`config.mk`:
```
export PLATFORM = sky130hd
export DESIGN_NAME = mem_flat
export DESIGN_NICKNAME = d
export VERILOG_FILES = /design/src/design/cpu_pkg.sv /design/src/design/cyc_bus_if.sv /design/src/design/stage_if.sv /design/src/design/mem.sv /design/src/flat_wrapper.sv
export SDC_FILE = /design/constraint.sdc
export NUM_CORES = 1
export LEC_CHECK = 0
export BUFFER_PORTS_ARGS = -buffer_cell sky130_fd_sc_hd__buf_4
export CAP_MARGIN = 20
export CELL_PAD_IN_SITES_DETAIL_PLACEMENT = 0
export CELL_PAD_IN_SITES_GLOBAL_PLACEMENT = 1
export CORE_MARGIN = 3
export CORE_UTILIZATION = 22
export CTS_CLUSTER_DIAMETER = 60
export DETAILED_ROUTE_END_ITERATION = 8
export PLACE_DENSITY = 0.8
export SETUP_SLACK_MARGIN = 0.2
export SLEW_MARGIN = 20
export SYNTH_ARGS = -nofsm -noshare
export SYNTH_HDL_FRONTEND = slang
export SYNTH_SLANG_ARGS = --single-unit
```
`constraint.sdc`:
```
create_clock -name clk_i -period 4.3 [get_ports clk_i]
set_input_delay 0.86 -clock clk_i [delete_from_list [all_inputs] [get_ports clk_i]]
set_output_delay 0.86 -clock clk_i [all_outputs]
set_load 0.01 [all_outputs]
```
`src/design/cpu_pkg.sv`:
```
package cpu_pkg;

	typedef logic [31:0] word_t;
	typedef logic [31:0] pc_t;
	typedef logic [3:0] reg_addr_t;
	typedef logic [3:0] opcode_t;
	typedef logic [1:0] fwd_sel_t;

	// Instruction format: opcode, rd, rs1, rs2, imm16.
	localparam opcode_t OP_NOP  = 4'd0;
	localparam opcode_t OP_ADD  = 4'd1;
	localparam opcode_t OP_SUB  = 4'd2;
	localparam opcode_t OP_AND  = 4'd3;
	localparam opcode_t OP_OR   = 4'd4;
	localparam opcode_t OP_XOR  = 4'd5;
	localparam opcode_t OP_ADDI = 4'd6;
	localparam opcode_t OP_LD   = 4'd7;
	localparam opcode_t OP_ST   = 4'd8;
	localparam opcode_t OP_BEQZ = 4'd9;
	localparam opcode_t OP_HALT = 4'd15;

	// Operand sources for the execute stage.
	localparam fwd_sel_t FWD_REG = 2'd0;
	localparam fwd_sel_t FWD_EX  = 2'd1;
	localparam fwd_sel_t FWD_MEM = 2'd2;

	localparam word_t NOP_IR = 32'h0000_0000;

	localparam int RAM_AWIDTH = 10;
	localparam pc_t DATA_BASE = 32'h0000_0800;

endpackage

```
`src/design/cyc_bus_if.sv`:
```
`timescale 1ns/1ps

interface cyc_bus_if;
	import cpu_pkg::*;

	logic       cyc;
	logic       we;
	logic [3:0] sel;
	pc_t        adr;
	word_t      wdat;
	word_t      rdat;
	logic       ack;

	modport master (output cyc, we, sel, adr, wdat, input rdat, ack);
	modport slave  (input cyc, we, sel, adr, wdat, output rdat, ack);

endinterface

```
`src/design/stage_if.sv`:
```
`timescale 1ns/1ps

interface stage_if;
	import cpu_pkg::*;

	word_t     ir;
	pc_t       pc;
	logic      wr_en;
	reg_addr_t rd;
	word_t     data1;
	word_t     data2;

	modport source (output ir, pc, wr_en, rd, data1, data2);
	modport sink   (input ir, pc, wr_en, rd, data1, data2);

endinterface

```
`src/design/mem.sv`:
```
`timescale 1ns/1ps

module mem (
	input  logic               clk_i,
	input  logic               reset_i,
	stage_if.sink              in,
	cyc_bus_if.master          bus,
	output logic               stall_o,
	output logic               wb_en_o,
	output cpu_pkg::reg_addr_t wb_addr_o,
	output cpu_pkg::word_t     wb_data_o,
	output logic               halt_o
);
	import cpu_pkg::*;

	typedef enum logic {MEM_IDLE, MEM_WAIT} mem_state_t;

	mem_state_t state;
	opcode_t    op;
	logic       mem_op;
	logic       done;

	assign op     = in.ir[31:28];
	assign mem_op = (op == OP_LD) || (op == OP_ST);
	assign done   = (state == MEM_WAIT) && bus.ack;
	assign stall_o = mem_op && !done;

	assign bus.cyc  = (state == MEM_WAIT);
	assign bus.we   = (op == OP_ST);
	assign bus.sel  = 4'hf;
	assign bus.adr  = in.data1;
	assign bus.wdat = in.data2;

	always_ff @(posedge clk_i)
	begin
		if (reset_i)
		begin
			state   <= MEM_IDLE;
			wb_en_o <= 1'b0;
			halt_o  <= 1'b0;
		end
		else
		begin
			case (state)
				MEM_IDLE:
					if (mem_op)
						state <= MEM_WAIT;
				MEM_WAIT:
					if (bus.ack)
						state <= MEM_IDLE;
				default: state <= MEM_IDLE;
			endcase
			wb_en_o <= !stall_o && in.wr_en;
			if (op == OP_HALT)
				halt_o <= 1'b1;
		end
	end

	// Holds the last writer so that decode can still forward from it.
	always_ff @(posedge clk_i)
	begin
		if (!stall_o && in.wr_en)
		begin
			wb_addr_o <= in.rd;
			wb_data_o <= (op == OP_LD) ? bus.rdat : in.data1;
		end
	end

	a_data_region: assert property (@(posedge clk_i) disable iff (reset_i)
		bus.cyc |-> bus.adr >= DATA_BASE);

endmodule

```
`src/flat_wrapper.sv`:
```
// flat-port wrapper written by rule: the top's interface ports become plain ports
module mem_flat import cpu_pkg::*;
  (clk_i, reset_i, stall_o, wb_en_o, wb_addr_o, wb_data_o, halt_o, in_ir, in_pc, in_wr_en, in_rd, in_data1, in_data2, bus_cyc, bus_we, bus_sel, bus_adr, bus_wdat, bus_rdat, bus_ack);
  stage_if in_i ();
  cyc_bus_if bus_i ();
  input  logic clk_i;
  input  logic reset_i;
  output logic stall_o;
  output logic wb_en_o;
  output cpu_pkg::reg_addr_t wb_addr_o;
  output cpu_pkg::word_t wb_data_o;
  output logic halt_o;
  input wire logic [$bits(in_i.ir)-1:0] in_ir;
  input wire logic [$bits(in_i.pc)-1:0] in_pc;
  input wire logic [$bits(in_i.wr_en)-1:0] in_wr_en;
  input wire logic [$bits(in_i.rd)-1:0] in_rd;
  input wire logic [$bits(in_i.data1)-1:0] in_data1;
  input wire logic [$bits(in_i.data2)-1:0] in_data2;
  output wire logic [$bits(bus_i.cyc)-1:0] bus_cyc;
  output wire logic [$bits(bus_i.we)-1:0] bus_we;
  output wire logic [$bits(bus_i.sel)-1:0] bus_sel;
  output wire logic [$bits(bus_i.adr)-1:0] bus_adr;
  output wire logic [$bits(bus_i.wdat)-1:0] bus_wdat;
  input wire logic [$bits(bus_i.rdat)-1:0] bus_rdat;
  input wire logic [$bits(bus_i.ack)-1:0] bus_ack;
  assign in_i.ir = in_ir;
  assign in_i.pc = in_pc;
  assign in_i.wr_en = in_wr_en;
  assign in_i.rd = in_rd;
  assign in_i.data1 = in_data1;
  assign in_i.data2 = in_data2;
  assign bus_cyc = bus_i.cyc;
  assign bus_we = bus_i.we;
  assign bus_sel = bus_i.sel;
  assign bus_adr = bus_i.adr;
  assign bus_wdat = bus_i.wdat;
  assign bus_i.rdat = bus_rdat;
  assign bus_i.ack = bus_ack;
  mem u_core (.clk_i(clk_i), .reset_i(reset_i), .in(in_i), .bus(bus_i), .stall_o(stall_o), .wb_en_o(wb_en_o), .wb_addr_o(wb_addr_o), .wb_data_o(wb_data_o), .halt_o(halt_o));
endmodule
```
# Yosys cells after proc, flatten, opt, wreduce, memory -nomap -nowiden
# Index checks and enable logic that the tools add are counted.
# classes
n_mux	4
bitwise	1
n_eq_ne	3
reduce_logical	6
# op_table
op	n
2-to-1 mux 32 bit	1
equality test 4 bit, second input constant	2
equality test 4 x 3 -> 1 bit, second input constant	1
logical AND 1 bit	3
zero test 1 bit	2
2-to-1 mux 1 bit	2
case mux 1 bit (2 select lines)	1
logical OR 1 bit	1
inverter 1 bit	1
# totals
output_inout_bits	109
in_bits	168
regBits	39

# Depth between registers and ports, before layout
# logic_depth
ltp_word	5
depth_mapped	5
depth_no_buf	3

# Worst setup path after synthesis
# Ideal clock, no wire load.
# synth_path
kind	input port to flip-flop
from	in in_ir[28]
to	reg u_core.wb_addr_o[0] (enable)
arrival_time_ns	3.013
stages	4
required_ns	3.867
path_slack_ns	0.854
path_cell_list	and4b_1 -> buf_6 -> a2bb2oi_2 -> nor2b_1
# synth_between
elab_chain_cells	5
elab_cells_between_ends	6
cone_classes	eq/ne: 2; reduce/logical: 4
# synth_lines
item	line_no	source
from (decl)	flat_wrapper.sv:13	input wire logic [$bits(in_i.ir)-1:0] in_ir;
equality test 4 x 3 -> 1 bit or equality test 4 bit (tied branches)	mem.sv:24	assign mem_op = (op == OP_LD) || (op == OP_ST);
logical OR 1 bit (*)	mem.sv:24	
logical AND 1 bit (*)	mem.sv:26	assign stall_o = mem_op && !done;
named net stall_o	flat_wrapper.sv:8	output logic stall_o;
zero test 1 bit (*)	mem.sv:62	if (!stall_o && in.wr_en)
logical AND 1 bit (*)	mem.sv:62	
to (signal assigned)	mem.sv:64	wb_addr_o <= in.rd;
to (decl)	mem.sv:10	output cpu_pkg::reg_addr_t wb_addr_o,
# The timed path passes the listed nets; every way through them passes the cells marked *.
# A chain may end at the register's enable or synchronous reset.

# Worst setup path in the final report
# layout_path
from	in in_ir[28]
to	out stall_o
# layout_between
elab_chain_cells	3
elab_cells_between_ends	4
cone_classes	eq/ne: 2; reduce/logical: 2
# layout_lines
item	line_no
equality test 4 x 3 -> 1 bit or equality test 4 bit (tied branches)	mem.sv:24
logical OR 1 bit (*)	mem.sv:24
logical AND 1 bit (*)	mem.sv:26
to (decl)	flat_wrapper.sv:8
# Mark *: on every way between the ends. The rest lies on a longest branch, timed or not.

==> flow_metrics.env <==
export IMPL_status="complete, no violations"
export IMPL_syn_area_per_cell_um2=14.7
export IMPL_cts_hold_buf=0
export IMPL_drv_slew=0
export IMPL_wl_per_cell_um=14.3
export IMPL_postRouteAntennaNets=0
export IMPL_r2r_end="u_core.wb_data_o[3]"
export IMPL_maxSlewHeadroom_pct=58.4
export IMPL_pin_count=277
export IMPL_post_place_ws_ps=1580
export IMPL_dieArea_mm2=0.0115
export IMPL_grt_overflow=0
export IMPL_post_cts_buffers=0
export IMPL_gp_congestion=0.627
export IMPL_synth_cell_type_count=16
export IMPL_htree_levels=2
export IMPL_setup_worst_path_end="stall_o"
export IMPL_die_w_um=107
export IMPL_startpoint="in_ir[28]"
export IMPL_cts_root_buf="clkbuf_8"
export IMPL_track_usage_pct=8.59
export IMPL_drive_gt1_share_pct=80.6
export IMPL_grt_max_degree=37
export IMPL_coreArea_mm2=0.00986
export IMPL_finalPower_w=0.000996
export IMPL_drcViolationCount=0
export IMPL_tns_ps=0
export IMPL_dr_pass1_iters=3
export IMPL_hold_path_class="register to register"
export IMPL_grt_pass1_vias=1386
export IMPL_cap_viol_max_count=0
export IMPL_clk_pin_slew_worst_paths_ps=80
export IMPL_fin_worst_skew_ps=6.79
export IMPL_synthCells=153
export IMPL_grt_pass1_wl_um=7350
export IMPL_cp_max_fo=3
export IMPL_vias=1398
export IMPL_ctsResizeCount=0
export IMPL_max_clock_freq_mhz=373
export IMPL_diodes=0
export IMPL_die_h_um=107
export IMPL_cp_arrival_ps=1820
export IMPL_yosysTopAreaCell="edfxtp_1"
export IMPL_rsz0062_at_grt="no"
export IMPL_start_util_pct=22.8
export IMPL_synth_top_family_by_area="buffers and inverters"
export IMPL_wl_um=5370
export IMPL_post_synth_top_area_fraction_pct=48.0
export IMPL_antenna_found_initial=0
export IMPL_numCtsBuffers=5
export IMPL_worst_slack_ps=1620
export IMPL_synthXorXnorAreaFrac_pct=0
export IMPL_power_density_mw_per_mm2=317
export IMPL_layout_common_cells="buf_4 (149), edfxtp_1 (36), mux2_4 (29)"
export IMPL_vias_per_cell=3.73
export IMPL_synthToLayoutAreaGrowth_pct=39.5
export IMPL_required_ps=3440
export IMPL_ir_drop_mv=0.112
export IMPL_portBuffers=148
export IMPL_cts_tree="built"
export IMPL_clock_path_buffers=2
export IMPL_row_count=36
export IMPL_synthMuxAreaShare_pct=20.8
export IMPL_r2r_start="u_core.bus.cyc"
export IMPL_synth_seq_area_share_pct=50.6
export IMPL_clk_latency_ps=290
export IMPL_tightest_slew_ps=624
export IMPL_synth_compound_area_share_pct=1.61
export IMPL_drtIter0Drc=47
export IMPL_ys_seq_elements=39
export IMPL_cp_end_kind="output pin"
export IMPL_r2r_slack_ps=2810
export IMPL_power_leakage_nw=1.42
export IMPL_synthAdderAreaFrac_pct=0
export IMPL_ys_warn_count=0
export IMPL_final_common_cell="buf_4"
export IMPL_finalSetupViolCount=0
export IMPL_fin_crit_sh_pct=62.4
export IMPL_hold_viol=0
export IMPL_cts_sinks=39
export IMPL_synth_area_leaders="edfxtp_1 (48%), buf_4 (23%), mux2_4 (19%)"
export IMPL_synth_simple_gate_area_share_pct=2.11
export IMPL_start_kind="input pin"
export IMPL_worst_r2r_cell_count=3
export IMPL_synth_area_mm2=0.00225
export IMPL_critical_path_class="input pin to output pin"
export IMPL_finalNetCount=409
export IMPL_fill_cells=978
export IMPL_min_period_ps=2680
layout make-up:
cell class	instances	area [um^2]	share of cell area [%]
clock buffers	5	68.8	2.19
flip-flops and latches	39	1140	36.3
clock inverters	3	43.8	1.39
multi-input cells	45	577	18.4
repair buffers	150	1150	36.5
well taps	133	166	5.29
per-layer routing:
layer  vias up  GRT usage [%]  share of wire [%]
met2       103           15.5                 51
met3        20           3.43                 13
li1        641              -                  -
met1       634           8.54                 33
met4         0           3.93                2.1
met5         -              0                  0
registers in the layout (all words and copies together) (netlist names):
name and flops:
u_core.bus.cyc 1, u_core.halt_o 1, u_core.wb_data_o 32, u_core.wb_addr_o 4
u_core.wb_en_o 1
report_power, final:
part           total [W]  switching [W]  internal (W)
logic           0.000223      0.0000872      0.000136
registers       0.000465      0.0000101      0.000455
clock network   0.000308       0.000135      0.000173
Yosys cell counts:
master,instances
a2bb2oi_2,1
and4b_1,1
a41oi_1,1
nor4b_2,1
nor3_1,1
buf_4,68
dfxtp_1,3
buf_6,4
a211oi_2,1
nor2b_1,1
nor2_1,1
mux2_2,3
conb_1,1
edfxtp_1,36
mux2_4,29
nor3b_1,1
per-stage QoR:
step	utilization (%)	cells	area [um^2]	hold slack, ps
finish	31.9	375	3140	493
global route	31.9	375	3140	527
CTS	31.6	374	3120	501
detailed placement	30.4	366	3000	480
global placement	30.4	366	3000	459
floorplan	-	156	2260	511
worst min path at each step:
stage          depth (start not counted)           from             to
3_3_place_gp                           2  u_core.halt_o  u_core.halt_o
3_5_place_dp                           2  u_core.halt_o  u_core.halt_o
5_1_grt                                2  u_core.halt_o  u_core.halt_o
4_1_cts                                2  u_core.halt_o  u_core.halt_o
2_1_floorplan                          2  u_core.halt_o  u_core.halt_o
6_report                               2  u_core.halt_o  u_core.halt_o
critical path: stages:
cell and delay (ps):
buf_4 120, nor4b_2 410, a2bb2oi_2 260, buf_4 170
kinds of logic (layout without fill, tap and decap cells):
group	Yosys count	in the layout
simple gates	6	6
flops	39	39
buf+inv	72	158
compound gates	3	3
mux	32	32
other cells	1	4
Power figures use the tool's default switching activity.
