<file path="config.mk">
export PLATFORM = sky130hd
export DESIGN_NAME = idecode_flat
export DESIGN_NICKNAME = d
export VERILOG_FILES = /design/src/design/cpu_pkg.sv /design/src/design/stage_if.sv /design/src/design/idecode.sv /design/src/flat_wrapper.sv
export SDC_FILE = /design/constraint.sdc
export NUM_CORES = 1
export LEC_CHECK = 0
export BUFFER_PORTS_ARGS = -buffer_cell sky130_fd_sc_hd__buf_2
export CAP_MARGIN = 40
export CELL_PAD_IN_SITES_DETAIL_PLACEMENT = 1
export CELL_PAD_IN_SITES_GLOBAL_PLACEMENT = 1
export CORE_MARGIN = 2
export CORE_UTILIZATION = 50
export CTS_BUF_LIST = sky130_fd_sc_hd__clkbuf_8
export CTS_CLUSTER_DIAMETER = 40
export CTS_CLUSTER_SIZE = 14
export DETAILED_ROUTE_END_ITERATION = 6
export HOLD_SLACK_MARGIN = 0.15
export PLACE_DENSITY_LB_ADDON = 0.1
export SYNTH_ARGS = -nofsm -noshare
export SYNTH_HDL_FRONTEND = slang
export SYNTH_SLANG_ARGS = --single-unit
</file>
<file path="constraint.sdc">
create_clock -name clk_i -period 3.6 [get_ports clk_i]
set_input_delay 0.36 -clock clk_i [delete_from_list [all_inputs] [get_ports clk_i]]
set_output_delay 0.36 -clock clk_i [all_outputs]
set_load 0.1 [all_outputs]
</file>
<file path="src/design/cpu_pkg.sv">
package cpu_pkg;

	typedef logic [31:0] word_t;
	typedef logic [31:0] pc_t;
	typedef logic [3:0] reg_addr_t;
	typedef logic [3:0] opcode_t;
	typedef logic [1:0] fwd_sel_t;

	// Instruction format: opcode, rd, rs1, rs2, imm16.
	localparam opcode_t OP_NOP  = 4'd0;
	localparam opcode_t OP_ADD  = 4'd1;
	localparam opcode_t OP_SUB  = 4'd2;
	localparam opcode_t OP_AND  = 4'd3;
	localparam opcode_t OP_OR   = 4'd4;
	localparam opcode_t OP_XOR  = 4'd5;
	localparam opcode_t OP_ADDI = 4'd6;
	localparam opcode_t OP_LD   = 4'd7;
	localparam opcode_t OP_ST   = 4'd8;
	localparam opcode_t OP_BEQZ = 4'd9;
	localparam opcode_t OP_HALT = 4'd15;

	// Operand sources for the execute stage.
	localparam fwd_sel_t FWD_REG = 2'd0;
	localparam fwd_sel_t FWD_EX  = 2'd1;
	localparam fwd_sel_t FWD_MEM = 2'd2;

	localparam word_t NOP_IR = 32'h0000_0000;

	localparam int RAM_AWIDTH = 10;
	localparam pc_t DATA_BASE = 32'h0000_0800;

endpackage

</file>
<file path="src/design/stage_if.sv">
`timescale 1ns/1ps

interface stage_if;
	import cpu_pkg::*;

	word_t     ir;
	pc_t       pc;
	logic      wr_en;
	reg_addr_t rd;
	word_t     data1;
	word_t     data2;

	modport source (output ir, pc, wr_en, rd, data1, data2);
	modport sink   (input ir, pc, wr_en, rd, data1, data2);

endinterface

</file>
<file path="src/design/idecode.sv">
`timescale 1ns/1ps

module idecode (
	input  logic               clk_i,
	input  logic               reset_i,
	input  cpu_pkg::word_t     ir_i,
	input  cpu_pkg::pc_t       pc_i,
	input  logic               stall_i,
	input  logic               wb_en_i,
	input  cpu_pkg::reg_addr_t wb_addr_i,
	input  cpu_pkg::word_t     wb_data_i,
	stage_if.source            out
);
	import cpu_pkg::*;

	word_t     rf [16];
	opcode_t   op;
	reg_addr_t rs1;
	reg_addr_t rs2;
	logic      writes;

	assign op  = ir_i[31:28];
	assign rs1 = ir_i[23:20];
	assign rs2 = ir_i[19:16];

	always_comb
	begin
		case (op)
			OP_ADD, OP_SUB, OP_AND, OP_OR, OP_XOR, OP_ADDI, OP_LD: writes = 1'b1;
			default: writes = 1'b0;
		endcase
	end

	// Read port with r0 forced to zero and write-through from writeback.
	function automatic word_t read_port(reg_addr_t a);
		if (a == '0)
			return '0;
		if (wb_en_i && wb_addr_i == a)
			return wb_data_i;
		return rf[a];
	endfunction

	always_ff @(posedge clk_i)
	begin
		if (reset_i)
		begin
			out.ir    <= NOP_IR;
			out.wr_en <= 1'b0;
		end
		else if (!stall_i)
		begin
			out.ir    <= ir_i;
			out.wr_en <= writes;
		end
	end

	always_ff @(posedge clk_i)
	begin
		if (wb_en_i && wb_addr_i != '0)
			rf[wb_addr_i] <= wb_data_i;
		if (!stall_i)
		begin
			out.pc    <= pc_i;
			out.rd    <= ir_i[27:24];
			out.data1 <= read_port(rs1);
			out.data2 <= read_port(rs2);
		end
	end

endmodule

</file>
<file path="src/flat_wrapper.sv">
// flat-port wrapper written by rule: the top's interface ports become plain ports
module idecode_flat import cpu_pkg::*;
  (clk_i, reset_i, ir_i, pc_i, stall_i, wb_en_i, wb_addr_i, wb_data_i, out_ir, out_pc, out_wr_en, out_rd, out_data1, out_data2);
  stage_if out_i ();
  input  logic clk_i;
  input  logic reset_i;
  input  cpu_pkg::word_t ir_i;
  input  cpu_pkg::pc_t pc_i;
  input  logic stall_i;
  input  logic wb_en_i;
  input  cpu_pkg::reg_addr_t wb_addr_i;
  input  cpu_pkg::word_t wb_data_i;
  output wire logic [$bits(out_i.ir)-1:0] out_ir;
  output wire logic [$bits(out_i.pc)-1:0] out_pc;
  output wire logic [$bits(out_i.wr_en)-1:0] out_wr_en;
  output wire logic [$bits(out_i.rd)-1:0] out_rd;
  output wire logic [$bits(out_i.data1)-1:0] out_data1;
  output wire logic [$bits(out_i.data2)-1:0] out_data2;
  assign out_ir = out_i.ir;
  assign out_pc = out_i.pc;
  assign out_wr_en = out_i.wr_en;
  assign out_rd = out_i.rd;
  assign out_data1 = out_i.data1;
  assign out_data2 = out_i.data2;
  idecode u_core (.clk_i(clk_i), .reset_i(reset_i), .ir_i(ir_i), .pc_i(pc_i), .stall_i(stall_i), .wb_en_i(wb_en_i), .wb_addr_i(wb_addr_i), .wb_data_i(wb_data_i), .out(out_i));
endmodule
</file>
After elaboration in Yosys (flattened, before gate mapping)
Memory sizes are Yosys's and may differ from the RTL's.
Index checks and enable logic that the tools add are counted.
W data, S select, Z words.
{"block": "classes", "addsub": 0, "multipliers": 0, "n_div": 0, "order_cmp": 0, "n_eq_ne": 9, "shift": 0, "mux": 21, "bitwise_logic": 0, "reduce_logical": 7}
{"op": "$mux W32", "count": 8}
{"op": "$eq A4 B3 Y1 const B", "count": 4}
{"op": "$mux W1", "count": 13}
{"op": "$eq A4 B2 Y1 const B", "count": 2}
{"op": "$eq A4 B4 Y1", "count": 2}
{"op": "$logic_not A4 Y1", "count": 2}
{"op": "$reduce_or A7 Y1", "count": 1}
{"op": "$eq A4 B1 Y1 const B", "count": 1}
{"op": "$reduce_bool A4 Y1", "count": 1}
{"op": "$logic_and A1 B1 Y1", "count": 3}
{"block": "word_totals", "register_bits": 133, "latch_bits": 0, "mem_bits_rw": 512, "mem_bits_ro": 0, "inputBits": 104, "out_inout_bits": 133, "word_cells": 44, "n_memories": 1}
{"memory": "u_core.rf", "depth": 16, "width": 32, "read_ports": 2, "rd_ports_with_merged_regs": 0, "wr": 1, "line_no": "idecode.sv:16", "source": "word_t rf [16];"}

Depth between registers and ports, before layout
{"block": "logic_depth", "ltp_word": 7, "depth_mapped": 8, "depth_no_buf": 5}

Least setup slack after synthesis
OpenSTA, ideal clock, no wires.
{"block": "synth_path", "path_kind": "input -> register", "start": "input port wb_addr_i[2]", "end": "memory u_core.rf[8][0] (netlist name), enable pin", "setup_time_ns": 0.461, "t_arrival_ns": 2.778, "required_time_ns": 3.139, "setup_slack_ns": 0.361, "path_stages": 2, "path_buffers": 0, "path_cell_list": "nand3b_1 > nor3_1"}
{"block": "synth_between", "elab_chain_len": 4}
{"item": "start, declared", "line_no": "flat_wrapper.sv:11", "source": "input cpu_pkg::reg_addr_t wb_addr_i;"}
{"item": "$reduce_bool A4 Y1", "line_no": "idecode.sv:59", "source": "if (wb_en_i && wb_addr_i != '0)"}
{"item": "$logic_and A1 B1 Y1", "line_no": "idecode.sv:59"}
{"item": "$mux W1", "line_no": "idecode.sv:59"}
{"item": "$mux W1 (not written as such)", "line_no": "idecode.sv:60", "source": "rf[wb_addr_i] <= wb_data_i;"}
{"item": "end, declared", "line_no": "idecode.sv:16"}
Several ways; a longest one is shown, not always the timed one.

Worst setup path after layout
{"block": "layout_path", "start": "input port ir_i[18]", "end": "register u_core.out.data2[29], data pin"}
{"block": "layout_between", "elab_chain_len": 7, "word_cells_on_any_way": 12, "cone_classes": "eq/ne: 1; mux: 8; reduce/logical: 2; memory: 1"}
{"item": "start, declared", "line_no": "flat_wrapper.sv:7", "source": "input cpu_pkg::word_t ir_i;"}
{"item": "$eq A4 B4 Y1", "line_no": "idecode.sv:38", "source": "if (wb_en_i && wb_addr_i == a)"}
{"item": "$logic_and A1 B1 Y1", "line_no": "idecode.sv:38"}
{"item": "$mux W1 (2 in a row)", "line_no": "idecode.sv:38"}
{"item": "$mux W1", "line_no": "idecode.sv:61", "source": "if (!stall_i)"}
{"item": "$mux W32", "line_no": "idecode.sv:40", "source": "return rf[a];"}
{"item": "$mux W32 *", "line_no": "idecode.sv:38"}
{"item": "end signal, assigned", "line_no": "idecode.sv:66", "source": "out.data2 <= read_port(rs2);"}
{"item": "end, declared", "line_no": "stage_if.sv:13", "source": "modport source (output ir, pc, wr_en, rd, data1, data2);"}
Mark *: on every way between the ends. The rest lies on a longest branch, timed or not. The select of a mux whose other input is x is not followed.
A chain may end at the register's enable or synchronous reset.

==> impl_metrics.env <==
export IMPL_ys_types=37
export IMPL_sw_frac_of_total=0.281
export IMPL_grt_pass1_vias=19225
export IMPL_die_x_microns=244
export IMPL_use_met1=0.360
export IMPL_grt_remaining_overflow=0
export IMPL_clock_tree_root_cell="clkbuf_8"
export IMPL_power_share_combinational=0.137
export IMPL_grt_start_max_net_pins=102
export IMPL_clk_pin_slew_ns=0.07
export IMPL_clock_sinks=645
export IMPL_busiest_layer="met2"
export IMPL_drc=0
export IMPL_syn_inst=1588
export IMPL_hold_viol_final=0
export IMPL_cts_setup_buffers=0
export IMPL_max_freq_mhz=395
export IMPL_antenna_found_initial=4
export IMPL_dp_hpwl_microns=45700
export IMPL_routed_wl_microns=83600
export IMPL_crit_required_ns=4.05
export IMPL_syn_mean_instance_area_sq_um=18.2
export IMPL_numCtsBuffers=96
export IMPL_portBuffers=236
export IMPL_path_class="input pin to register"
export IMPL_grt_pass1_wl_microns=123000
export IMPL_fin_crit_sh=0.704
export IMPL_yosysWarnings=0
export IMPL_rsz0062_at_grt="false"
export IMPL_initial_core_util=0.503
export IMPL_clk_path_buf_depth=3
export IMPL_vias=17669
export IMPL_drv_cap=0
export IMPL_setup_viol=0
export IMPL_fp_dieH_microns=244
export IMPL_fin_cells=2834
export IMPL_p_clk_frac=0.382
export IMPL_ir_drop_uv=374
export IMPL_wl_per_cell_microns=29.5
export IMPL_worstMarginPinSlew_ns=0.831
export IMPL_clock_skew_ns=0.0290
export IMPL_track_usage=0.282
export IMPL_area_growth_pct=18.8
export IMPL_final_setup_tns_ns=0
export IMPL_gp_congestion=0.759
export IMPL_synth_ff_latch_count=645
export IMPL_postRouteAntennaNets=0
export IMPL_final_cell_mix="612 x edfxtp_1, 230 x buf_2, 220 x mux2i_1"
export IMPL_cp_arrival_ns=2.99
export IMPL_final_util=0.598
export IMPL_synth_area_sq_um=28900
export IMPL_rows=88
export IMPL_vias_per_cell=6.23
export IMPL_seqPwrFrac=0.481
export IMPL_hp_class="input pin to register"
export IMPL_dp_cells=2552
export IMPL_num_nets_final=2090
export IMPL_slew_headroom=0.445
export IMPL_crit_path_end_kind="register"
export IMPL_path_max_fanout=101
export IMPL_p_int_mw=12.9
export IMPL_ios=237
export IMPL_h_tree_depth=3
export IMPL_status="finished, final reports clean"
export IMPL_p_per_area_nw_per_um2=522
export IMPL_power_leakage_nw=12.4
export IMPL_switchingPower_mw=5.05
export IMPL_crit_path_start_kind="input pin"
export IMPL_cts_tree="built"
export IMPL_report_final_slew_viol_count=0
export IMPL_dieArea_sq_um=59800
export IMPL_first_pass_iters=5
export IMPL_yosysSeqAreaShare=0.659
export IMPL_met2_usage=0.483
export IMPL_clock_latency_ns=0.69
export IMPL_core_sq_um=57500
export IMPL_final_common_cell="edfxtp_1"
export IMPL_fin_crit_ns=2.53
export IMPL_layout_drive_gt1_share=0.309
export IMPL_drt_initial_drc_count=1453
export IMPL_met3_usage=0.0472
[what timing repair did]
action	4_1_cts	5_1_grt
hold endpoints to repair	580	0
resized for setup	0	0
hold buffers	101	0
[worst paths after layout]
| path | start | endpoint | slack (ns) | cells past startpoint |
|---|---|---|---|---|
| min | stall_i | u_core.out.rd[2]$_DFFE_PN_ | 0.22 | 2 |
| min reg2reg | u_core.out.ir[17]$_SDFFE_PP0N_ | u_core.out.ir[17]$_SDFFE_PP0N_ | 0.50 | 2 |
| max | ir_i[18] | u_core.out.data2[29]$_SDFFCE_PN0N_ | 1.07 | 7 |
| max reg2reg | u_core.rf[14][21]$_DFFE_PP_ | u_core.out.data1[21]$_SDFFCE_PN0N_ | 1.79 | 4 |
[registers in the layout (all words and copies together), names as in the netlist]
register	count
u_core.rf	512
u_core.out.data1	32
u_core.out.data2	32
u_core.out.ir	32
u_core.out.pc	32
u_core.out.rd	4
u_core.out.wr_en	1
[critical path, stage by stage]
cell and delay [ns]:
dlygate4sd3_1 0.56, buf_6 0.29, buf_12 0.55, mux4_4 0.55, o2111ai_1 0.20, o21ai_0 0.13, a22o_1 0.21
[area by class of cell]
| cell class | count | area [sq um] |
|---|---|---|
| Clock buffer | 101 | 1390 |
| Timing Repair Buffer | 393 | 2820 |
| Sequential cell | 645 | 19000 |
| Antenna cell | 2 | 5.00 |
| Fill cell | 5165 | 23100 |
| Clock inverter | 78 | 828 |
| Multi-Input combinational cell | 848 | 9300 |
| Tap cell | 765 | 957 |
| Inverter | 2 | 10.0 |
[stage by stage]
stage | cell area, sq um | hold slack [ns] | power [mW] | setup WS (ns)
finish | 34400 | 0.220 | 17.9 | 1.07
CTS | 34300 | 0.181 | 18.1 | 1.15
global route | 34400 | 0.234 | 18.5 | 1.01
global placement | 31100 | 0.469 | 11.1 | 0.838
floorplan | 29000 | 0.459 | 10.5 | 0.361
detailed placement | 31100 | 0.486 | 11.1 | 0.884
[power groups by stage]
stage	logic [mW]	clock network [mW]	registers, mW
after floorplan	0.902	0	9.61
after global placement	2.33	0	8.76
after detailed placement	2.36	0	8.78
after CTS	2.45	6.99	8.62
after global routing	2.57	7.29	8.64
final	2.46	6.86	8.62
[cell families (layout without fill, tap and decap cells)]
group / after synthesis / count (layout) / synth area share
AOI/OAI and AO/OA: 199 / 199 / 0.0518
xor gates and xnor gates: 6 / 6 / 0.00182
buffers and inverters: 126 / 574 / 0.0282
DFF: 645 / 645 / 0.659
muxes: 414 / 414 / 0.232
other: 1 / 34 / 0.000130
and+or+nand+nor: 197 / 197 / 0.0274
[cell usage after synthesis]
master | number | share of area
a211oi_1 | 2 | 0.00052
a21oi_1 | 5 | 0.00087
a22o_1 | 64 | 0.019
and2_1 | 1 | 0.00022
and2_2 | 1 | 0.00026
buf_1 | 1 | 0.00013
buf_12 | 7 | 0.0048
buf_2 | 52 | 0.0090
buf_4 | 2 | 0.00052
buf_6 | 20 | 0.0078
clkbuf_1 | 40 | 0.0052
clkbuf_2 | 1 | 0.00017
clkbuf_4 | 1 | 0.00026
conb_1 | 1 | 0.00013
dfxtp_1 | 33 | 0.023
edfxtp_1 | 612 | 0.64
inv_1 | 2 | 0.00026
mux2i_1 | 220 | 0.076
mux4_1 | 36 | 0.033
mux4_2 | 157 | 0.12
mux4_4 | 1 | 0.00087
nand2_1 | 126 | 0.016
nand2b_1 | 1 | 0.00022
nand3_1 | 1 | 0.00017
nand3b_1 | 2 | 0.00052
nand4_1 | 2 | 0.00043
nor2_1 | 49 | 0.0064
nor2b_1 | 2 | 0.00043
nor2b_2 | 2 | 0.00061
nor3_1 | 9 | 0.0016
o2111ai_1 | 62 | 0.019
o21ai_0 | 18 | 0.0031
o21ai_1 | 46 | 0.0080
o31ai_2 | 1 | 0.00043
o31ai_4 | 1 | 0.00074
or3b_2 | 1 | 0.00030
xnor2_1 | 6 | 0.0018
[layer usage]
layer | part of all wire | vias up
li1 | - | 7390
met1 | 0.40 | 9393
met2 | 0.51 | 700
met3 | 0.057 | 182
met4 | 0.035 | 4
met5 | 0.00036 | -
(Power assumes the default switching activity.)
