==> src/design/cpu_pkg.sv <==
package cpu_pkg;

	typedef logic [31:0] word_t;
	typedef logic [31:0] pc_t;
	typedef logic [3:0] reg_addr_t;
	typedef logic [3:0] opcode_t;
	typedef logic [1:0] fwd_sel_t;

	// Instruction format: opcode, rd, rs1, rs2, imm16.
	localparam opcode_t OP_NOP  = 4'd0;
	localparam opcode_t OP_ADD  = 4'd1;
	localparam opcode_t OP_SUB  = 4'd2;
	localparam opcode_t OP_AND  = 4'd3;
	localparam opcode_t OP_OR   = 4'd4;
	localparam opcode_t OP_XOR  = 4'd5;
	localparam opcode_t OP_ADDI = 4'd6;
	localparam opcode_t OP_LD   = 4'd7;
	localparam opcode_t OP_ST   = 4'd8;
	localparam opcode_t OP_BEQZ = 4'd9;
	localparam opcode_t OP_HALT = 4'd15;

	// Operand sources for the execute stage.
	localparam fwd_sel_t FWD_REG = 2'd0;
	localparam fwd_sel_t FWD_EX  = 2'd1;
	localparam fwd_sel_t FWD_MEM = 2'd2;

	localparam word_t NOP_IR = 32'h0000_0000;

	localparam int RAM_AWIDTH = 10;
	localparam pc_t DATA_BASE = 32'h0000_0800;

endpackage

==> src/design/hazard.sv <==
`timescale 1ns/1ps

module hazard (
	input  cpu_pkg::word_t    if_ir_i,
	input  cpu_pkg::word_t    id_ir_i,
	input  cpu_pkg::word_t    ex_ir_i,
	input  logic              id_wr_i,
	input  logic              ex_wr_i,
	output cpu_pkg::fwd_sel_t sel1_o,
	output cpu_pkg::fwd_sel_t sel2_o,
	output logic              stall_o
);
	import cpu_pkg::*;

	reg_addr_t rs1;
	reg_addr_t rs2;
	reg_addr_t id_rd;
	reg_addr_t ex_rd;
	logic      id_ld;

	assign rs1   = if_ir_i[23:20];
	assign rs2   = if_ir_i[19:16];
	assign id_rd = id_ir_i[27:24];
	assign ex_rd = ex_ir_i[27:24];
	assign id_ld = id_wr_i && (id_ir_i[31:28] == OP_LD);

	// Youngest older writer wins.
	function automatic fwd_sel_t pick(reg_addr_t rs);
		if (rs == '0)
			return FWD_REG;
		if (id_wr_i && id_rd == rs)
			return FWD_EX;
		if (ex_wr_i && ex_rd == rs)
			return FWD_MEM;
		return FWD_REG;
	endfunction

	assign stall_o = id_ld && ((rs1 != '0 && rs1 == id_rd) || (rs2 != '0 && rs2 == id_rd));

	// A stalled word enters decode as a bubble, so its selects are moot.
	always_comb
	begin
		sel1_o = stall_o ? FWD_REG : pick(rs1);
		sel2_o = stall_o ? FWD_REG : pick(rs2);
	end

endmodule

==> config.mk <==
export PLATFORM = sky130hd
export DESIGN_NAME = hazard
export DESIGN_NICKNAME = d
export VERILOG_FILES = /design/src/design/cpu_pkg.sv /design/src/design/hazard.sv
export SDC_FILE = /design/constraint.sdc
export NUM_CORES = 1
export LEC_CHECK = 0
export BUFFER_PORTS_ARGS = -buffer_cell sky130_fd_sc_hd__buf_2
export CAP_MARGIN = 20
export CORE_MARGIN = 1
export CORE_UTILIZATION = 18
export DETAILED_ROUTE_END_ITERATION = 8
export GPL_TIMING_DRIVEN = 0
export PLACE_DENSITY = 0.95
export SLEW_MARGIN = 20
export SYNTH_ARGS = -nofsm -noshare
export SYNTH_HDL_FRONTEND = slang
export SYNTH_SLANG_ARGS = --single-unit
==> constraint.sdc <==
create_clock -name vclk -period 1.48
set_clock_uncertainty 0.1 [all_clocks]
set_input_delay 0.148 -clock vclk [all_inputs]
set_output_delay 0.148 -clock vclk [all_outputs]
set_load 0.02 [all_outputs]
; After elaboration in Yosys (flattened, before gate mapping)
; Index checks and enable logic that the tools add are counted.
[op_classes]
muxes = 26
eq_ne = 7
reduce_logical = 13
[op_table]
columns = cell, n
row1 = $mux W2, 14
row2 = $eq A4 B4 Y1, 6
row3 = $mux W1, 12
row4 = $logic_and A1 B1 Y1, 8
row5 = $logic_not A4 Y1, 2
row6 = $reduce_bool A4 Y1, 2
row7 = $eq A4 B3 Y1 const B, 1
row8 = $logic_or A1 B1 Y1, 1
[word_totals]
reg_bits = 0
wordCells = 46

; Depth between registers and ports, before layout
; Gate-level depths: netlist (run 1).
[depth]
ltp_word = 10
mapped_depth = 4

; Worst setup path after synthesis (run 1)
; Ideal clock, no wire load.
[synth_timing]
path_kind = input port to output port
from = input if_ir_i[16]
to = output sel1_o[1]
n_path_buf = 0
slack_ns = 0.230
stages = 3
t_arrival_ns = 1.002
cell_sequence = nor4_2 > o22ai_1 > a21oi_1
[synth_between]
elab_chain_len = 5
word_cells_on_any_way = 6
cone_classes = 1 x eq/ne / 1 x mux / 4 x reduce/logical
[synth_lines]
columns = element, line_no
row1 = from (decl), hazard.sv:4  ; input cpu_pkg::word_t if_ir_i,
row2 = $eq A4 B4 Y1 or $reduce_bool A4 Y1 (tied branches), hazard.sv:38  ; assign stall_o = id_ld && ((rs1 != '0 && rs1 == id_rd) || (rs2 != '0 && rs2 == id_rd));
row3 = $logic_and A1 B1 Y1 *, hazard.sv:38
row4 = $logic_or A1 B1 Y1 *, hazard.sv:38
row5 = $logic_and A1 B1 Y1 *, hazard.sv:38
row6 = $mux W2 *, hazard.sv:43  ; sel1_o = stall_o ? FWD_REG : pick(rs1);
row7 = to (decl), hazard.sv:9  ; output cpu_pkg::fwd_sel_t sel1_o,
; Mark *: on every way between the ends. The rest lies on a longest branch, timed or not.

; Final worst setup path (run 1)
[layout_timing]
from = input if_ir_i[20]
to = output sel1_o[1]
[layout_between]
elab_chain_len = 9
word_cells_on_any_way = 22
cone_classes = 3 x eq/ne / 12 x mux / 7 x reduce/logical
[layout_lines]
columns = element, line_no
row1 = $eq A4 B4 Y1, hazard.sv:33  ; if (ex_wr_i && ex_rd == rs)
row2 = $logic_and A1 B1 Y1, hazard.sv:33
row3 = $mux W1 (2 in a row), hazard.sv:33
row4 = $mux W1, hazard.sv:31  ; if (id_wr_i && id_rd == rs)
row5 = $mux W2, hazard.sv:35  ; return FWD_REG;
row6 = $mux W2, hazard.sv:33
row7 = $mux W2, hazard.sv:31
row8 = $mux W2 *, hazard.sv:43
; Mark *: on every way between the ends. The rest lies on a longest branch, timed or not. The select of a mux whose other input is x is not followed.

==> results.toml, run 1 <==
[status]
status = "finished, final reports clean"

[timing]
period_share_pct = 97.24
slew_headroom_pct = 73.73
finalSetupViolations = 0
min_period_ns = 1.439
max_freq_ghz = 0.6949
worst-slew-pin-transition_ns = 0.3908
slew_violations = 0
setup_ws_ns = 0.04089
hold_viol_final = 0

[cells_and_area]
layout_common_cells = "buf_2, xor2_1, xnor2_1"
final_cells = 78
antenna_cells = 0
clock_buffers = 0
final_area_um2 = 449.2
drive_gt1_share_pct = 50.79
ff_latch_area_um2 = 0
mostFrequentLayoutCell = "buf_2"
nNetsFinal = 163
nFlopsAndLatches = 0
syn_to_final_growth_pct = 64.68

[power_and_ir_drop]
leakagePower_nw = 0.2096
vdd_drop_max_v = 0.0001193
pwr_density_cell_mw_per_mm2 = 268.9

[routing]
vias_per_cell = 4.731
routed-via-count = 369
drc_errors = 0
ant_nets = 0
drt_iter0_drc = 1
dr.pass1.iters = 4
route.final.wire_length_um = 940
wl_per_cell_um = 12.05

[worst_setup_path]
end_kind = "output port"
cp.required_ns = 1.23
critPathBufInv = 2
path_class = "in2out"
path_common_cell = "buf_2"
crit_family = "simple AND/OR/NAND/NOR gates"
crit_fanout = 3
worstSetupEndpoint = "sel1_o[1]"
crit_start = "if_ir_i[20]"
crit_path_cell_trace = "buf_2 > nor4_2 > o22ai_2 > a21oi_1 > buf_2"
start_kind = "primary input"
cp.depth = 5
max_stage_delay_ns = 0.42
cp.arrival_ns = 1.19
slowest_stage = "nor4_2"

[job]
maxCapViolCount = 0

[placed_design]
placed_cells = 78
gp_congestion = 0.7611
io_buffers = 27
placed_area_um2 = 426.7
dpl_worst_slack_ns = 0.06193

[yosys]
syn_area_per_cell_um2 = 7.577
syn_nets = 134
yosys_warnings = 0
synthesis.instances = 36
synth.distinct_cells = 14
syn_area_um2 = 272.8
seq_area_frac_synth_pct = 0

[global_route]
grt_pass1_vias = 316
grt_pass1_wl_mm = 1.200
grt_usage_pct = 9.933
gr-total-overflow = 0
antenna_found_initial = 0
grt_max_degree = 5

[cts]
ctsHoldBuffers = 0
post_cts_buffers = 0
post_cts_resized = 0

[floorplanning]
core-area_mm2 = 0.001350
die_x_um = 40.93
initial_core_util_pct = 20.20
die_h_um = 40.93
rows = 13
die-area_mm2 = 0.001675
io_pins = 103

[min_path]
hp-class = "in2out"
tightest hold or removal path: cells and delay by family:
family	cells	cell delay (ns)
AOI/OAI and AO/OA	2	0.10
buffers and inverters	2	0.26
worst min path at each step:
stage | endpoint | slack [ns] | depth (start not counted) | from
2_1_floorplan | sel1_o[1] | 0.34 | 2 | ex_wr_i
3_3_place_gp | sel1_o[1] | 0.56 | 4 | ex_wr_i
3_5_place_dp | sel1_o[1] | 0.56 | 4 | ex_wr_i
4_1_cts | sel1_o[1] | 0.56 | 4 | ex_wr_i
5_1_grt | sel1_o[1] | 0.57 | 4 | ex_wr_i
6_report | sel1_o[1] | 0.56 | 4 | ex_wr_i
stage by stage:
step / setup TNS [ns] / power [mW] / hold WS [ns] / util (%)
after floorplan: 0 / 0.05520 / 0.3447 / -
after global placement: 0 / 0.1080 / 0.5600 / 31.60
after detailed placement: 0 / 0.1123 / 0.5611 / 31.60
after CTS: 0 / 0.1126 / 0.5614 / 31.60
after global routing: -0.05442 / 0.1320 / 0.5715 / 33.27
final: 0 / 0.1208 / 0.5578 / 33.27
synth_stat cells:
cell | number | share of area [%]
xnor2_1 | 8 | 26
and2_1 | 1 | 2.3
nor2_1 | 2 | 2.8
a21oi_1 | 2 | 3.7
nand4_1 | 2 | 4.6
xor2_1 | 8 | 26
nand2b_1 | 1 | 2.3
nand3_1 | 1 | 1.8
o2111ai_1 | 2 | 6.4
nor4_2 | 2 | 9.2
nor3_1 | 4 | 7.3
inv_1 | 1 | 1.4
nor3b_2 | 1 | 4.6
o22ai_1 | 1 | 2.3
power breakdown:
group / switching, mW / total (mW) / internal (mW)
combinational: 0.0625 / 0.121 / 0.0583
clock: 0 / 0 / 0
sequential: 0 / 0 / 0
total: 0.0625 / 0.121 / 0.0583
logic make-up (layout without fill, tap and decap cells):
logic type      after synthesis  in the layout  share of synthesized area, %
xor+xnor                     16             16                         51.38
simple gates                 14             14                         34.86
compound gates                5              5                         12.39
buf+inv                       1             28                         1.375
metal layers:
layer  global-route usage, %  routed length [µm]  share of wire [%]  up-vias
met2                   16.41                 440                 47       21
met3                   1.630                 107                 11        2
met1                   13.46                 375                 40      160
met4                   1.667                  17                1.8        0
met5                       0                   0                  0        -
li1                        -                   -                  -      186
cell type report:
| class | instances | area, µm² |
|---|---|---|
| fill | 154 | 900.9 |
| multi-input combinational | 35 | 291.5 |
| timing repair buffer | 27 | 135.1 |
| tap | 15 | 18.77 |
| inverter | 1 | 3.754 |
Note: power is estimated with default switching activity, not from simulation.
==> run 2, diff against run 1 <==
- PLACE_DENSITY: 0.95 -> 0.89
==> run 2 against run 1 <==
Against the previous run: fmax grew 1.2%; via count grew 2.4%; count of clock-buffer cells in the layout unchanged; total power shrank 3.5%.
==> results.toml, run 2 (synthesized netlist as in run 1, its figures left out) <==
[floorplanning]
io_pins = 103
die_x_um = 40.93
core-area_mm2 = 0.001350
initial_core_util_pct = 20.20
die-area_mm2 = 0.001675
rows = 13
die_h_um = 40.93

[power_and_ir_drop]
leakagePower_nw = 0.2014
total_power_mw = 0.1166
clock_power_share_pct = 0
pwr_density_cell_mw_per_mm2 = 269.4
p_int_mw = 0.05636
p_sw_mw = 0.06026
seq_power_share_pct = 0
p_comb_share_pct = 100.0
vdd_drop_max_v = 0.0001284
sw_frac_of_total_pct = 51.67

[timing]
hold_viol_final = 0
tns_ns = 0
slew_violations = 0
setup_ws_ns = 0.05850
rsz0062_at_grt = "no"
finalSetupViolations = 0
worst-slew-pin-transition_ns = 0.3865
period_share_pct = 96.05
max_freq_ghz = 0.7035
slew_headroom_pct = 74.02
min_period_ns = 1.421

[global_route]
grt_pass1_vias = 277
grt_usage_pct = 9.710
gr-total-overflow = 0
grt_pass1_wl_mm = 1.159
antenna_found_initial = 0
grt_max_degree = 5

[job]
maxCapViolCount = 0

[cts]
post_cts_resized = 0
ctsHoldBuffers = 0
post_cts_buffers = 0

[routing]
route.final.wire_length_um = 897
drt_iter0_drc = 7
routed-via-count = 378
wl_per_cell_um = 11.50
drc_errors = 0
ant_nets = 0
dr.pass1.iters = 4
vias_per_cell = 4.846

[placed_design]
placed_cells = 78
dpl_worst_slack_ns = 0.04475
gp_congestion = 0.7466
io_buffers = 27
dp_hpwl_um = 798.7

[cells_and_area]
mostFrequentLayoutCell = "buf_2"
drive_gt1_share_pct = 49.21
clock_buffers = 0
syn_to_final_growth_pct = 58.72
final_cells = 78
ff_latch_area_um2 = 0
layout_common_cells = "buf_2, xnor2_1, xor2_1"
nFlopsAndLatches = 0
antenna_cells = 0
nNetsFinal = 163
fillers = 160

[worst_setup_path]
crit_fanout = 3
path_common_cell = "buf_2"
start_kind = "primary input"
end_kind = "output port"
max_stage_delay_ns = 0.42
path_class = "in2out"
slowest_stage = "nor4_2"
cp.required_ns = 1.23
cp.arrival_ns = 1.17
crit_path_cell_trace = "buf_2 > nor4_2 > o22ai_2 > a21oi_1 > buf_2"

[status]
status = "finished, final reports clean"

[min_path]
hp-class = "in2out"
==> run 2: layout make-up <==
cell class                      instances  area [µm²]  share of cell area, %
Multi-Input combinational cell         35       275.3                  63.58
Timing Repair Buffer                   27       135.1                  31.21
Tap cell                               15       18.77                  4.335
Inverter                                1       3.754                 0.8671
==> run 2: final timing paths <==
path / startpoint / end / slack (ns) / cells past startpoint
setup / recovery: if_ir_i[20] / sel1_o[1] / 0.06 / 5
hold / removal: ex_wr_i / sel1_o[1] / 0.56 / 4
==> run 2: power groups by stage <==
stage          Sequential [mW]  Combinational [mW]  Clock, mW
2_1_floorplan                0              0.0552          0
6_report                     0               0.117          0
5_1_grt                      0               0.126          0
4_1_cts                      0               0.114          0
3_3_place_gp                 0               0.108          0
3_5_place_dp                 0               0.114          0
==> run 2: routing by layer <==
metal | wire [µm] | vias up | global-route usage (%)
met5 | 0 | - | 0
met2 | 413 | 24 | 16.80
met1 | 401 | 169 | 13.78
met4 | 0 | 0 | 0
li1 | - | 185 | -
met3 | 82 | 0 | 0.5435
==> run 2: through the flow <==
stage / area [µm²] / util [%] / hold WS [ns]
after global placement: 426.7 / 31.60 / 0.5610
after detailed placement: 426.7 / 31.60 / 0.5591
after CTS: 426.7 / 31.60 / 0.5595
after floorplan: 272.8 / - / 0.3447
after global routing: 432.9 / 32.07 / 0.5865
final: 432.9 / 32.07 / 0.5643
==> run 2: critical path, delay by kind of cell <==
| family | cells | cell delay [ns] |
|---|---|---|
| AO/OA/AOI/OAI | 2 | 0.30 |
| buffers and inverters | 2 | 0.31 |
| AND/OR/NAND/NOR | 1 | 0.42 |
==> run 3, diff against run 2 <==
- clock period: 1.48 -> 1.75 ns (I/O delays scaled with it)
==> run 3 against run 2 <==
Against the previous run: sequential share of layout area stayed put; global-route usage stayed put; total power is 18% lower; worst setup slack better by 0.19 ns; die area stayed put.
==> results.toml, run 3 (synthesized netlist as in run 1, its figures left out) <==
[status]
status = "finished, final reports clean"

[cells_and_area]
nNetsFinal = 163
clock_buffers = 0
mostFrequentLayoutCell = "buf_2"
nFlopsAndLatches = 0
ff_latch_area_um2 = 0
layout_common_cells = "buf_2, xnor2_1, xor2_1"
drive_gt1_share_pct = 47.62
antenna_cells = 0
syn_to_final_growth_pct = 56.42
fillers = 161

[timing]
worst-slew-pin-transition_ns = 0.3358
tns_ns = 0
min_period_ns = 1.499
period_share_pct = 85.65
finalSetupViolations = 0
setup_ws_ns = 0.2511
hold_viol_final = 0
max_freq_ghz = 0.6671
rsz0062_at_grt = "no"
slew_violations = 0
slew_headroom_pct = 77.43

[routing]
dr.pass1.iters = 4
vias_per_cell = 4.808
ant_nets = 0
routed-via-count = 375
drc_errors = 0
drt_iter0_drc = 4
route.final.wire_length_um = 844
wl_per_cell_um = 10.82

[worst_setup_path]
cp.arrival_ns = 1.22
slowest_stage = "o22ai_1"
end_kind = "output port"
worstSetupEndpoint = "stall_o"
crit_fanout = 3
crit_path_cell_trace = "buf_2 > xnor2_1 > nand4_1 > o22ai_1 > and2_1 > buf_2"
start_kind = "primary input"
path_class = "in2out"
max_stage_delay_ns = 0.29
crit_start = "if_ir_i[16]"
cp.required_ns = 1.47
path_common_cell = "buf_2"

[floorplanning]
core-area_mm2 = 0.001350
die_x_um = 40.93
initial_core_util_pct = 20.20
io_pins = 103
die-area_mm2 = 0.001675
die_h_um = 40.93
rows = 13

[placed_design]
io_buffers = 27
dpl_worst_slack_ns = 0.2607
gp_congestion = 0.7466
dp_hpwl_um = 798.7

[global_route]
grt_max_degree = 5
grt_pass1_wl_mm = 1.159
antenna_found_initial = 0
grt_pass1_vias = 277
grt_usage_pct = 9.710
gr-total-overflow = 0

[power_and_ir_drop]
leakagePower_nw = 0.2001
vdd_drop_max_v = 0.0001071
pwr_density_cell_mw_per_mm2 = 224.8

[job]
maxCapViolCount = 0

[cts]
ctsHoldBuffers = 0
post_cts_resized = 0
post_cts_buffers = 0

[min_path]
hp-class = "in2out"
[run 3: cell count changes in the layout (fill, tap and decap cells not counted)]
| cell | before | now |
|---|---|---|
| o22ai_1 | 0 | 1 |
| o22ai_2 | 1 | 0 |
[run 3: final cells by class]
type | instances | area [µm²] | share of cell area [%]
inverter | 1 | 3.754 | 0.8798
tap | 15 | 18.77 | 4.399
multi-input combinational | 35 | 269.0 | 63.05
timing repair buffer | 27 | 135.1 | 31.67
[run 3: metrics by stage]
step | instances | hold WS, ns | utilization [%] | area, µm² | power [mW]
after CTS | 78 | 0.6135 | 31.60 | 426.7 | 0.09673
final | 78 | 0.6129 | 31.60 | 426.7 | 0.09591
after global placement | 78 | 0.6150 | 31.60 | 426.7 | 0.09167
after global routing | 78 | 0.6405 | 31.60 | 426.7 | 0.1045
after floorplan | 36 | 0.3987 | - | 272.8 | 0.04668
after detailed placement | 78 | 0.6131 | 31.60 | 426.7 | 0.09648
[run 3: worst min-delay path by stage]
stage                      endpoint  cells past startpoint  slack, ns  startpoint
after floorplan           sel1_o[1]                      2       0.40     ex_wr_i
after global placement    sel1_o[1]                      4       0.61     ex_wr_i
after detailed placement  sel1_o[1]                      4       0.61     ex_wr_i
after CTS                 sel2_o[1]                      4       0.61     ex_wr_i
after global routing      sel2_o[1]                      4       0.64     ex_wr_i
final                     sel1_o[1]                      4       0.61     ex_wr_i
[run 3: where the power goes]
group	switching (mW)	internal [mW]
Combinational	0.0493	0.0466
Clock	0	0
Sequential	0	0
[run 3: layer usage]
metal	vias to the layer above	GRT usage, %	wire length [µm]
met4	0	0	0
li1	187	-	-
met3	0	0.5435	81
met1	166	13.78	372
met5	-	0	0
met2	22	16.80	389
[run 3: critical path, delay by kind of cell]
family          cells  cell delay (ns)
simple gates        2             0.33
compound gates      1             0.29
buf+inv             2             0.28
xor+xnor            1             0.14
